**src/hdl/bsr_pkg.sv**
```systemverilog
/*
  Shared sizes, types and encodings of the block-sparse accelerator.
  Blocks are 4x4 INT8, accumulators are 32-bit signed.
*/
`default_nettype none

package bsr_pkg;

    // ----------------------------------------
    // Sizes
    // ----------------------------------------
    localparam int BLK         = 4;
    localparam int DATA_W      = 8;
    localparam int ACC_W       = 32;
    localparam int MAX_BLOCKS  = 64;
    localparam int MAX_BROWS   = 16;
    localparam int MAX_BCOLS   = 16;
    localparam int CSR_ADDR_W  = 8;
    localparam int RESULT_BASE = 'h40;

    // ----------------------------------------
    // Data and index types
    // ----------------------------------------
    typedef logic signed [DATA_W-1:0] data_t;
    typedef logic signed [ACC_W-1:0]  acc_t;
    // Four activations, element j at bits 8j upward
    typedef logic [BLK*DATA_W-1:0]     act_word_t;
    // Block row i at bits 32i upward
    typedef logic [BLK*BLK*DATA_W-1:0] wgt_block_t;
    typedef logic [5:0] blk_idx_t;
    // Holds 0..64 inclusive
    typedef logic [6:0] ptr_t;
    typedef logic [4:0] brow_t;
    typedef logic [3:0] bcol_t;
    typedef logic [5:0] res_idx_t;

    // ----------------------------------------
    // Encodings
    // ----------------------------------------
    typedef enum logic [1:0] {ROW_PTR, COL_IDX, WGT, ACT} mem_sel_t;

    typedef enum logic [CSR_ADDR_W-1:0] {
        CTRL      = 8'h00,
        STATUS    = 8'h01,
        NUM_BROWS = 8'h02
    } csr_reg_t;

    typedef enum logic [2:0] {
        IDLE, RD_PTR_LO, RD_PTR_HI, RD_COL, RD_DATA, MAC, STORE
    } sched_state_t;

endpackage

`default_nettype wire

```
**src/hdl/bsr_csr.sv**
```systemverilog
/*
  Register bank on a plain strobe bus, read data valid one cycle after csr_ren.
  CTRL is write-only. Result window holds 64 entries from RESULT_BASE.
*/
`timescale 1ns/100ps
`default_nettype none

module bsr_csr (
    input  wire logic                                clk,
    input  wire logic                                rst,
    input  wire logic                                csr_wen,
    input  wire logic                                csr_ren,
    input  wire logic [bsr_pkg::CSR_ADDR_W-1:0]      csr_addr,
    input  wire logic [31:0]                         csr_wdata,
    output logic      [31:0]                         csr_rdata,
    input  wire logic                                busy,
    input  wire logic                                done,
    output logic                                     start,
    output logic                                     abort,
    output bsr_pkg::brow_t                           num_brows,
    output bsr_pkg::res_idx_t                        res_raddr,
    input  wire bsr_pkg::acc_t                       res_rdata
);

    logic                            done_sticky;
    logic [bsr_pkg::CSR_ADDR_W-1:0]  res_off;
    logic                            in_window;

    // Offset into the result window
    assign res_off   = csr_addr - bsr_pkg::CSR_ADDR_W'(bsr_pkg::RESULT_BASE);
    assign res_raddr = res_off[$bits(bsr_pkg::res_idx_t)-1:0];
    assign in_window = (csr_addr >= bsr_pkg::RESULT_BASE) &&
                       (res_off < bsr_pkg::BLK * bsr_pkg::MAX_BROWS);

    // ----------------------------------------
    // Write side
    // ----------------------------------------
    always_ff @(posedge clk) begin
        if (rst) begin
            start       <= 1'b0;
            abort       <= 1'b0;
            num_brows   <= '0;
            done_sticky <= 1'b0;
        end else begin
            // One-cycle pulses from CTRL bits 0 and 1
            start <= csr_wen && (csr_addr == bsr_pkg::CTRL) && csr_wdata[0];
            abort <= csr_wen && (csr_addr == bsr_pkg::CTRL) && csr_wdata[1];
            if (csr_wen && (csr_addr == bsr_pkg::NUM_BROWS))
                num_brows <= csr_wdata[$bits(bsr_pkg::brow_t)-1:0];
            // Start wins over a stale done
            if (start)
                done_sticky <= 1'b0;
            else if (done)
                done_sticky <= 1'b1;
        end
    end

    // ----------------------------------------
    // Read side
    // ----------------------------------------
    always_ff @(posedge clk) begin
        if (rst) begin
            csr_rdata <= '0;
        end else if (csr_ren) begin
            if (in_window) begin
                csr_rdata <= res_rdata;
            end else begin
                case (csr_addr)
                    // Pending start already counts as busy
                    bsr_pkg::STATUS:    csr_rdata <= {30'b0, done_sticky & ~start, busy | start};
                    bsr_pkg::NUM_BROWS: csr_rdata <= 32'(num_brows);
                    default:            csr_rdata <= '0;
                endcase
            end
        end
    end

endmodule

`default_nettype wire

```
**config.mk**
```make
export PLATFORM = sky130hd
export DESIGN_NAME = bsr_csr
export DESIGN_NICKNAME = d
export VERILOG_FILES = /design/src/hdl/bsr_pkg.sv /design/src/hdl/bsr_csr.sv
export SDC_FILE = /design/constraint.sdc
export NUM_CORES = 1
export LEC_CHECK = 0
export ABC_AREA = 1
export BUFFER_PORTS_ARGS = -buffer_cell sky130_fd_sc_hd__buf_2
export CAP_MARGIN = 40
export CORE_ASPECT_RATIO = 1.75
export CORE_MARGIN = 1.5
export CORE_UTILIZATION = 36
export DETAILED_ROUTE_END_ITERATION = 12
export PLACE_DENSITY = 0.76
export SLEW_MARGIN = 20
export SYNTH_ARGS = -nofsm -noshare
export SYNTH_HDL_FRONTEND = slang
export SYNTH_SLANG_ARGS = --single-unit
```
**constraint.sdc**
```tcl
create_clock -name clk -period 0.8 [get_ports clk]
set_input_delay 0.04 -clock clk [delete_from_list [all_inputs] [get_ports clk]]
set_output_delay 0.04 -clock clk [all_outputs]
set_load 0.02 [all_outputs]
```
==> impl_metrics.json <==
{
  "status": "finished, violations left",
  "violations": "negative setup slack",
  "fin_ws_ns": -0.116,
  "hold_start": "res_rdata[3]",
  "startpoint": "start",
  "relSlewSlack": 0.833,
  "max_freq_mhz": 1090,
  "drive_gt1_frac": 0.499,
  "whs_path_depth": 3,
  "cts.sinks": 40,
  "crit_top_cell": "buf_6",
  "rrSetupSlack_ns": -0.10,
  "tns_ns": -0.307,
  "hpwlAfterDp_mm": 3.19,
  "gp_congestion": 0.714,
  "die_h_um": 92.0,
  "grt_util_all_layers": 0.229,
  "met3_length_um": 256,
  "initial_core_util": 0.374,
  "antenna_cells": 0,
  "power_density_mw_per_mm2": 1550,
  "routed_wl_mm": 5.54,
  "dr.max_layer_used": "met4",
  "r2r_end": "csr_rdata[1]",
  "grt_setup_unrepaired": "yes",
  "synth_nets": 295,
  "fin_skew_ns": 0.00111,
  "ant_nets": 0,
  "setup_viol": 4,
  "grt_first_pass_wirelength_mm": 8.35,
  "yosys.area.top_type_share": 0.491,
  "met1_length_mm": 1.92,
  "start_kind": "flop",
  "numCtsBuffers": 5,
  "io_pins": 123,
  "drv_cap": 0,
  "syn_area_mm2": 0.00163,
  "dieArea_mm2": 0.00496,
  "vdd_drop_max_mv": 1.38,
  "arrival_ns": 0.88,
  "nets": 423,
  "placementRows": 32,
  "vias_per_cell": 4.98,
  "tritoncts": "built",
  "r2r-start": "done_sticky",
  "clock_latency_ns": 0.28,
  "grt_pass1_vias": 1922,
  "tightest_slew_ns": 0.247,
  "cpMaxStageDelayCell": "dfxtp_4",
  "areaGrowthSynthToFinish_pct": 80.9,
  "r2r_cells": 6,
  "drc": 0,
  "antenna_found_initial": 0,
  "finalCritPeriodShare": 1.14,
  "final_common_cell": "buf_2",
  "ys_types": 21,
  "period_needed_ns": 0.916,
  "yosysTopAreaCell": "dfxtp_1",
  "timing_hold_violations_final": 0,
  "hold_end": "csr_rdata[3]",
  "vias": 1973,
  "cp_max_fo": 3,
  "holdCritPathClass": "primary input to flop",
  "final-max-slew-violation-count": 0,
  "wl_per_cell_um": 14.0,
  "ys_ff_latch": 40,
  "synth_area_leaders": "dfxtp_1 (49%), nand2_1 (9.9%), o21ai_0 (9.2%)",
  "yosysWarnings": 0,
  "holdWs_ns": 0.0101,
  "cts_buffer_depth": 2,
  "portBuffers": 95,
  "grt-ovfl-total": 0,
  "grt_max_degree": 37,
  "fill_cells": 328,
  "p_leak_nw": 1.36,
  "ys_seq_area_frac": 0.491,
  "max_stage_delay_ns": 0.37,
  "critPathRequiredTime_ns": 0.76,
  "design.core.area_mm2": 0.00436,
  "syn_inst": 217,
  "avgSynthCellArea_um2": 7.51,
  "h-tree-depth": 2,
  "dr.first_iter.drc_count": 29,
  "layout_common_cells": "buf_2 (57), nand2_1 (42), buf_6 (39)",
  "path_clk_slew_ns": 0.07,
  "cp-end-kind": "output pin",
  "met2RoutedLength_mm": 3.06,
  "fp.dieW_um": 53.9,
  "path_class": "flop to output pin",
  "crit_chain": "buf_6 > buf_6",
  "cts-root-buf": "clkbuf_8",
  "drt_pass1_iterations": 4
}
==> power by group <==
group	switching [W]	internal, W
combinational	0.000465	0.000502
sequential	0.0000671	0.00210
clock	0.000657	0.000768
total	0.00119	0.00337
==> state kept, by name, indices dropped and copies added (netlist names) <==
register,flops
abort,1
done_sticky,1
num_brows,5
start,1
csr_rdata,32
==> metrics by stage <==
stage | cell area (µm²) | instances | setup WS, ns | total power [W] | utilization
floorplan | 1640 | 217 | -0.0198 | 0.00256 | -
global placement | 2200 | 354 | -0.132 | 0.00286 | 0.504
detailed placement | 2200 | 354 | -0.183 | 0.00287 | 0.504
CTS | 2900 | 395 | -0.112 | 0.00455 | 0.664
global route | 2950 | 396 | -0.188 | 0.00477 | 0.676
finish | 2950 | 396 | -0.116 | 0.00456 | 0.676
==> logic make-up (layout without fill, tap and decap cells) <==
group / count (synthesis) / count (layout) / share of synthesized area
simple gates: 75 / 75 / 0.196
compound gates: 68 / 68 / 0.213
flops: 40 / 40 / 0.491
buf+inv: 34 / 162 / 0.0998
==> how the worst max path moves through the flow <==
stage,to,slack [ns],cells after the start
2_1_floorplan,csr_rdata[0],-0.02,4
3_3_place_gp,num_brows[0],-0.13,8
3_5_place_dp,num_brows[2],-0.18,8
4_1_cts,start,-0.11,2
5_1_grt,csr_rdata[1],-0.19,6
6_report,start,-0.12,2
==> routing by layer <==
layer / global-route usage / vias up
met5: 0 / -
met4: 0.126 / 0
met3: 0.0391 / 26
met2: 0.420 / 84
met1: 0.222 / 902
li1: - / 961
==> cells in the mapped netlist <==
cell type and n:
a21oi_1 28, nand2_4 1, nand2_1 43, nand3_1 6, and2_4 1, clkinv_4 1
nand4_1 1, inv_1 10, inv_2 4, o21ai_1 6, o211ai_1 1, buf_4 6
dfxtp_1 40, a31oi_1 3, nor2_4 1, nor3_1 3, buf_2 6, o21ai_0 30
nor2_1 17, clkbuf_1 7, nand2_2 2
==> what timing repair did <==
item	CTS	global route
pin swaps	1	2
hold buffers	30	0
resized for setup	108	13
setup endpoints to repair	40	31
setup buffers	4	1
hold endpoints to repair	30	0
==> worst max-delay path, delay by kind of cell, from the launching register on <==
kind                   cells  cell delay [ns]
buffers and inverters      2             0.23
flip-flops                 1             0.37
==> area by class of cell <==
class                           instances  area, µm²  share of cell area
Timing Repair Buffer                  140       1180               0.400
Sequential cell                        40        852               0.289
Multi-Input combinational cell        143        696               0.236
Clock buffer                            7       96.3              0.0327
Tap cell                               51       63.8              0.0216
Inverter                               15       61.3              0.0208
(Power assumes the default switching activity.)
