$ cat src/hdl/bsr_pkg.sv
/*
  Shared sizes, types and encodings of the block-sparse accelerator.
  Blocks are 4x4 INT8, accumulators are 32-bit signed.
*/
`default_nettype none

package bsr_pkg;

    // ----------------------------------------
    // Sizes
    // ----------------------------------------
    localparam int BLK         = 4;
    localparam int DATA_W      = 8;
    localparam int ACC_W       = 32;
    localparam int MAX_BLOCKS  = 64;
    localparam int MAX_BROWS   = 16;
    localparam int MAX_BCOLS   = 16;
    localparam int CSR_ADDR_W  = 8;
    localparam int RESULT_BASE = 'h40;

    // ----------------------------------------
    // Data and index types
    // ----------------------------------------
    typedef logic signed [DATA_W-1:0] data_t;
    typedef logic signed [ACC_W-1:0]  acc_t;
    // Four activations, element j at bits 8j upward
    typedef logic [BLK*DATA_W-1:0]     act_word_t;
    // Block row i at bits 32i upward
    typedef logic [BLK*BLK*DATA_W-1:0] wgt_block_t;
    typedef logic [5:0] blk_idx_t;
    // Holds 0..64 inclusive
    typedef logic [6:0] ptr_t;
    typedef logic [4:0] brow_t;
    typedef logic [3:0] bcol_t;
    typedef logic [5:0] res_idx_t;

    // ----------------------------------------
    // Encodings
    // ----------------------------------------
    typedef enum logic [1:0] {ROW_PTR, COL_IDX, WGT, ACT} mem_sel_t;

    typedef enum logic [CSR_ADDR_W-1:0] {
        CTRL      = 8'h00,
        STATUS    = 8'h01,
        NUM_BROWS = 8'h02
    } csr_reg_t;

    typedef enum logic [2:0] {
        IDLE, RD_PTR_LO, RD_PTR_HI, RD_COL, RD_DATA, MAC, STORE
    } sched_state_t;

endpackage

`default_nettype wire

$ cat src/hdl/bsr_scheduler.sv
/*
  Walks BSR rows 0..num_brows-1, num_brows must not exceed MAX_BROWS.
  A start with zero rows only pulses done. Abort returns to idle without done.
*/
`timescale 1ns/100ps
`default_nettype none

module bsr_scheduler (
    input  wire logic                clk,
    input  wire logic                rst,
    input  wire logic                start,
    input  wire logic                abort,
    input  wire bsr_pkg::brow_t      num_brows,
    output logic                     busy,
    output logic                     done,
    // Memory reads
    output logic                     ptr_rd_en,
    output bsr_pkg::brow_t           ptr_rd_addr,
    input  wire bsr_pkg::ptr_t       ptr_rd_data,
    output logic                     col_rd_en,
    output bsr_pkg::blk_idx_t        col_rd_addr,
    input  wire bsr_pkg::bcol_t      col_rd_data,
    output logic                     blk_rd_en,
    output bsr_pkg::blk_idx_t        blk_rd_addr,
    output logic                     act_rd_en,
    output bsr_pkg::bcol_t           act_rd_addr,
    // MAC control
    output logic                     mac_clear,
    output logic                     mac_en,
    output logic                     mac_store,
    output bsr_pkg::brow_t           store_brow
);

    bsr_pkg::sched_state_t state;
    bsr_pkg::brow_t        brow;
    bsr_pkg::brow_t        brow_nxt;
    bsr_pkg::ptr_t         k;
    bsr_pkg::ptr_t         k_nxt;

    assign brow_nxt = brow + 1'b1;
    assign k_nxt    = k + 1'b1;

    // ----------------------------------------
    // Decoded outputs
    // ----------------------------------------
    assign busy = (state != bsr_pkg::IDLE);

    // LO reads row_ptr[r], HI reads row_ptr[r+1]
    assign ptr_rd_en   = (state == bsr_pkg::RD_PTR_LO) || (state == bsr_pkg::RD_PTR_HI);
    assign ptr_rd_addr = (state == bsr_pkg::RD_PTR_HI) ? brow_nxt : brow;

    // Pointer output keeps row_ptr[r+1] as the row end until the next row
    assign col_rd_en   = (state == bsr_pkg::RD_COL) && (k != ptr_rd_data);
    assign col_rd_addr = k[$bits(bsr_pkg::blk_idx_t)-1:0];

    assign blk_rd_en   = (state == bsr_pkg::RD_DATA);
    assign blk_rd_addr = k[$bits(bsr_pkg::blk_idx_t)-1:0];
    assign act_rd_en   = (state == bsr_pkg::RD_DATA);
    assign act_rd_addr = col_rd_data;

    assign mac_clear  = (state == bsr_pkg::RD_PTR_LO);
    assign mac_en     = (state == bsr_pkg::MAC);
    assign mac_store  = (state == bsr_pkg::STORE);
    assign store_brow = brow;

    // ----------------------------------------
    // FSM
    // ----------------------------------------
    always_ff @(posedge clk) begin
        if (rst) begin
            state <= bsr_pkg::IDLE;
            brow  <= '0;
            k     <= '0;
            done  <= 1'b0;
        end else begin
            done <= 1'b0;
            if (abort && state != bsr_pkg::IDLE) begin
                state <= bsr_pkg::IDLE;
            end else begin
                case (state)
                    bsr_pkg::IDLE: begin
                        brow <= '0;
                        if (start && num_brows == '0)
                            done <= 1'b1;
                        else if (start)
                            state <= bsr_pkg::RD_PTR_LO;
                    end
                    bsr_pkg::RD_PTR_LO: state <= bsr_pkg::RD_PTR_HI;
                    bsr_pkg::RD_PTR_HI: begin
                        // First block index of the row
                        k     <= ptr_rd_data;
                        state <= bsr_pkg::RD_COL;
                    end
                    bsr_pkg::RD_COL: begin
                        // Empty row skips straight to the store
                        state <= (k == ptr_rd_data) ? bsr_pkg::STORE : bsr_pkg::RD_DATA;
                    end
                    bsr_pkg::RD_DATA: state <= bsr_pkg::MAC;
                    bsr_pkg::MAC: begin
                        k     <= k_nxt;
                        state <= (k_nxt == ptr_rd_data) ? bsr_pkg::STORE : bsr_pkg::RD_COL;
                    end
                    bsr_pkg::STORE: begin
                        brow <= brow_nxt;
                        if (brow_nxt == num_brows) begin
                            state <= bsr_pkg::IDLE;
                            done  <= 1'b1;
                        end else begin
                            state <= bsr_pkg::RD_PTR_LO;
                        end
                    end
                    default: state <= bsr_pkg::IDLE;
                endcase
            end
        end
    end

endmodule

`default_nettype wire

$ cat config.mk
export PLATFORM = sky130hd
export DESIGN_NAME = bsr_scheduler
export DESIGN_NICKNAME = d
export VERILOG_FILES = /design/src/hdl/bsr_pkg.sv /design/src/hdl/bsr_scheduler.sv
export SDC_FILE = /design/constraint.sdc
export NUM_CORES = 1
export LEC_CHECK = 0
export ABC_AREA = 1
export BUFFER_PORTS_ARGS = -buffer_cell sky130_fd_sc_hd__buf_2
export CAP_MARGIN = 20
export CORE_MARGIN = 4
export CORE_UTILIZATION = 30
export CTS_BUF_LIST = sky130_fd_sc_hd__clkbuf_4
export CTS_CLUSTER_SIZE = 12
export DETAILED_ROUTE_END_ITERATION = 16
export PLACE_DENSITY = 0.54
export REMOVE_ABC_BUFFERS = 1
export SYNTH_ARGS = -nofsm -noshare
export SYNTH_HDL_FRONTEND = slang
export SYNTH_SLANG_ARGS = --single-unit
export TNS_END_PERCENT = 100
$ cat constraint.sdc
create_clock -name clk -period 2 [get_ports clk]
set_input_delay 0.2 -clock clk [delete_from_list [all_inputs] [get_ports clk]]
set_output_delay 0.2 -clock clk [all_outputs]
set_load 0.02 [all_outputs]
==> impl_metrics.py <==
metrics = {
    "outcome": {
        "status": "complete, no violations",
    },
    "worst_setup_path": {
        "setup.reg_to_reg.worst_slack_ns": 0.25,
        "critical-path-slowest-cell": "sky130_fd_sc_hd__dfxtp_1",
        "critical_path.startpoint_type": "flip-flop",
        "critical_path.reg2reg.startpoint": "k[1]",
        "worst-r2r-cell-count": 12,
        "end_of_the_worst_register_to_register_path": "state[0]",
        "crit_path_cell_trace": "xnor2_1, nand2_1, nor3b_1, a31oi_1, buf_2",
        "worstPathArrival_ns": 1.65,
        "timing.critical_path.to_type": "output pin",
        "crit_required_ns": 1.80,
        "critPathKind": "flip-flop to output pin",
        "slowest_delay_ns": 0.46,
        "maximum_fanout_count_along_the_critical_path": 7,
    },
    "placed_design": {
        "place.gp.congestion": 0.820,
        "post_dp_cell_area_mm2": 0.00158,
        "placement.io_buffers": 46,
        "place.detailed.hpwl_um": 2960,
    },
    "logic_synthesis": {
        "syn-instance-count": 239,
        "synthTopCellsByCount": "71 x sky130_fd_sc_hd__nand2_1, 34 x sky130_fd_sc_hd__inv_1, 21 x sky130_fd_sc_hd__nor2_1",
        "syn_area_per_cell_um2": 5.90,
        "sequential_fraction_of_the_synthesis_area": 0.227,
        "synth.ff_latch_count": 16,
        "share_of_the_synthesized_area_in_the_top_cell_type": 0.227,
        "synthesis.area_mm2": 0.00141,
        "ys_types": 26,
        "synth-edff-count": 0,
        "postSynth.topFlopCell": "sky130_fd_sc_hd__dfxtp_1",
        "warning_count_from_the_yosys_run": 0,
        "synth_most_common_cell": "sky130_fd_sc_hd__nand2_1",
        "netlist_top_cells_area": "sky130_fd_sc_hd__dfxtp_1 23%, sky130_fd_sc_hd__nand2_1 19%, sky130_fd_sc_hd__buf_4 10%",
        "synth.largest_area_cell": "sky130_fd_sc_hd__dfxtp_1",
        "synthArstFlopShare": 0,
    },
    "detailed_routing": {
        "post-route-drc-count": 0,
        "total_wirelength_of_the_detailed_routed_design_um": 3630,
        "route.vias.total": 1507,
        "viasPerCell": 4.67,
        "detail_route.iter0.violations": 115,
        "avgRoutedWirePerCell_um": 11.2,
        "drtAntennaViolNets": 0,
        "detailedRoute.firstPassIterationCount": 4,
    },
    "floorplan": {
        "design.die.area_mm2": 0.00586,
        "num_rows": 24,
        "floorplan.die.width_um": 76.6,
        "initial_utilization": 0.317,
        "die_height_um": 76.6,
        "core_region_area_mm2": 0.00444,
        "io_pins": 55,
    },
    "cts": {
        "cts-htree-levels": 1,
        "root_buffer": "sky130_fd_sc_hd__clkbuf_4",
        "tritoncts": "yes",
        "cts.path.max_buffers": 2,
        "cts_made_buffers": 3,
        "worst_setup_hold_path_clk_slew_ns": 0.10,
        "cts_hold_buffers": 0,
        "insertion_delay_ns": 0.29,
        "clock-sinks": 16,
    },
    "run": {
        "maxCapViolCount": 0,
    },
    "final_layout": {
        "final_area_mm2": 0.00160,
        "nets": 294,
        "n_fill_cell": 516,
        "register_area_um2": 322,
        "antenna_cells_inserted": 0,
        "multi_input_comb_area_um2": 806,
        "area.growth.synth_to_final_pct": 13.7,
        "drive_gt1_frac": 0.221,
    },
    "grt": {
        "first_global_vias": 1396,
        "gr-total-overflow": 0,
        "maximum_number_of_pins_on_one_net_before_global_route_repair": 14,
        "grt_antenna_before_repair": 0,
        "globalRouteTotalUtil": 0.131,
        "grt_pass1_wl_um": 6440,
    },
    "power_and_ir_drop": {
        "leakage_nw": 0.876,
        "pwr_density_cell_mw_per_mm2": 523,
        "irDropWorstVdd_v": 0.000231,
    },
    "sta": {
        "fin_crit_sh": 0.924,
        "min_period_ns": 1.85,
        "achievable-frequency_mhz": 541,
        "hold_violations": 0,
        "max-slew-margin-rel": 0.765,
        "rsz_0062_raised_after_global_routing": "no",
        "setup_viol_count_final": 0,
        "worst_clock_skew_ns": 0.00257,
        "fin_tns_setup_ns": 0,
        "maxSlewViolCount": 0,
        "transition_at_the_pin_with_the_smallest_max_transition_slack_ns": 0.352,
    },
    "hold_path": {
        "hold_path_class": "input pin to flip-flop",
        "whs_endpoint": "store_brow[4]",
        "min_path_cells": 2,
        "min_from": "rst",
    },
}
[where the power goes]
group	total, mW	internal, mW	switching, mW
Clock	0.181	0.0726	0.109
Combinational	0.293	0.102	0.191
Sequential	0.364	0.337	0.0269
[sequential cells by signal, indices dropped and copies added (netlist names)]
register	count
k	7
store_brow	5
state	3
done	1
[what timing repair did]
action                                  in CTS  in global routing
setup buffers                                0                  0
gates resized for setup                      0                  1
endpoints found under the setup margin       0                  1
[worst max-delay path, delay by kind of cell, from the launching register on]
kind | cells | cell delay (ns)
XOR/XNOR | 1 | 0.19
AND/OR/NAND/NOR | 2 | 0.41
buffers and inverters | 1 | 0.18
flip-flops | 1 | 0.46
AO/OA/AOI/OAI | 1 | 0.12
[per-layer routing]
| metal | global-route usage | share of wire | wire (um) |
|---|---|---|---|
| met1 | 0.173 | 0.50 | 1810 |
| met2 | 0.213 | 0.42 | 1540 |
| met3 | 0.0296 | 0.070 | 253 |
| met4 | 0.0380 | 0.0088 | 32 |
| met5 | 0 | 0 | 0 |
[cell type report]
class	count	area share
clock buffer	3	0.0141
clock inverter	1	0.00234
inverter	35	0.0820
multi-input combinational	167	0.503
sequential	16	0.201
tap	52	0.0406
timing repair buffer	49	0.158
[per-stage QoR]
step	util	setup slack, ns	std cells	hold slack (ns)	power [mW]
after floorplan	-	0.196	218	0.269	0.565
after global placement	0.354	0.286	319	0.400	0.668
after detailed placement	0.354	0.256	319	0.400	0.666
after CTS	0.360	0.0912	323	0.155	0.853
after global routing	0.361	0.00557	323	0.159	0.903
final	0.361	0.153	323	0.157	0.838
[worst max-delay path by stage]
stage / start / end / slack, ns / cells past startpoint
after global placement: k[1] / state[0] / 0.29 / 12
after floorplan: k[1] / state[0] / 0.20 / 12
after CTS: k[2] / col_rd_en / 0.09 / 5
after detailed placement: k[1] / state[0] / 0.26 / 12
final: k[3] / col_rd_en / 0.15 / 5
after global routing: store_brow[0] / ptr_rd_addr[2] / 0.006 / 6
[kinds of logic after synthesis]
logic type	count (synthesis)	synth area share
AOI/OAI and AO/OA	38	0.146
xor gates and xnor gates	9	0.0559
DFF	16	0.227
adders and majority gates	2	0.0177
buffers and inverters	56	0.201
and+or+nand+nor	118	0.351
[layout by cell type (no fill, tap or decap), types with 2 or more instances in the layout]
cell	instances
sky130_fd_sc_hd__xnor2_1	3
sky130_fd_sc_hd__buf_2	46
sky130_fd_sc_hd__a31oi_1	4
sky130_fd_sc_hd__nand4_1	6
sky130_fd_sc_hd__ha_1	2
sky130_fd_sc_hd__o21ai_0	16
sky130_fd_sc_hd__nand2_2	2
sky130_fd_sc_hd__dfxtp_1	15
sky130_fd_sc_hd__clkbuf_4	3
sky130_fd_sc_hd__xor2_1	6
sky130_fd_sc_hd__nor3_1	2
sky130_fd_sc_hd__buf_4	3
sky130_fd_sc_hd__nand3_1	10
sky130_fd_sc_hd__a21oi_1	14
sky130_fd_sc_hd__or2_2	2
sky130_fd_sc_hd__inv_1	34
sky130_fd_sc_hd__nand2_1	71
sky130_fd_sc_hd__nor2_1	21
(Power assumes the default switching activity.)
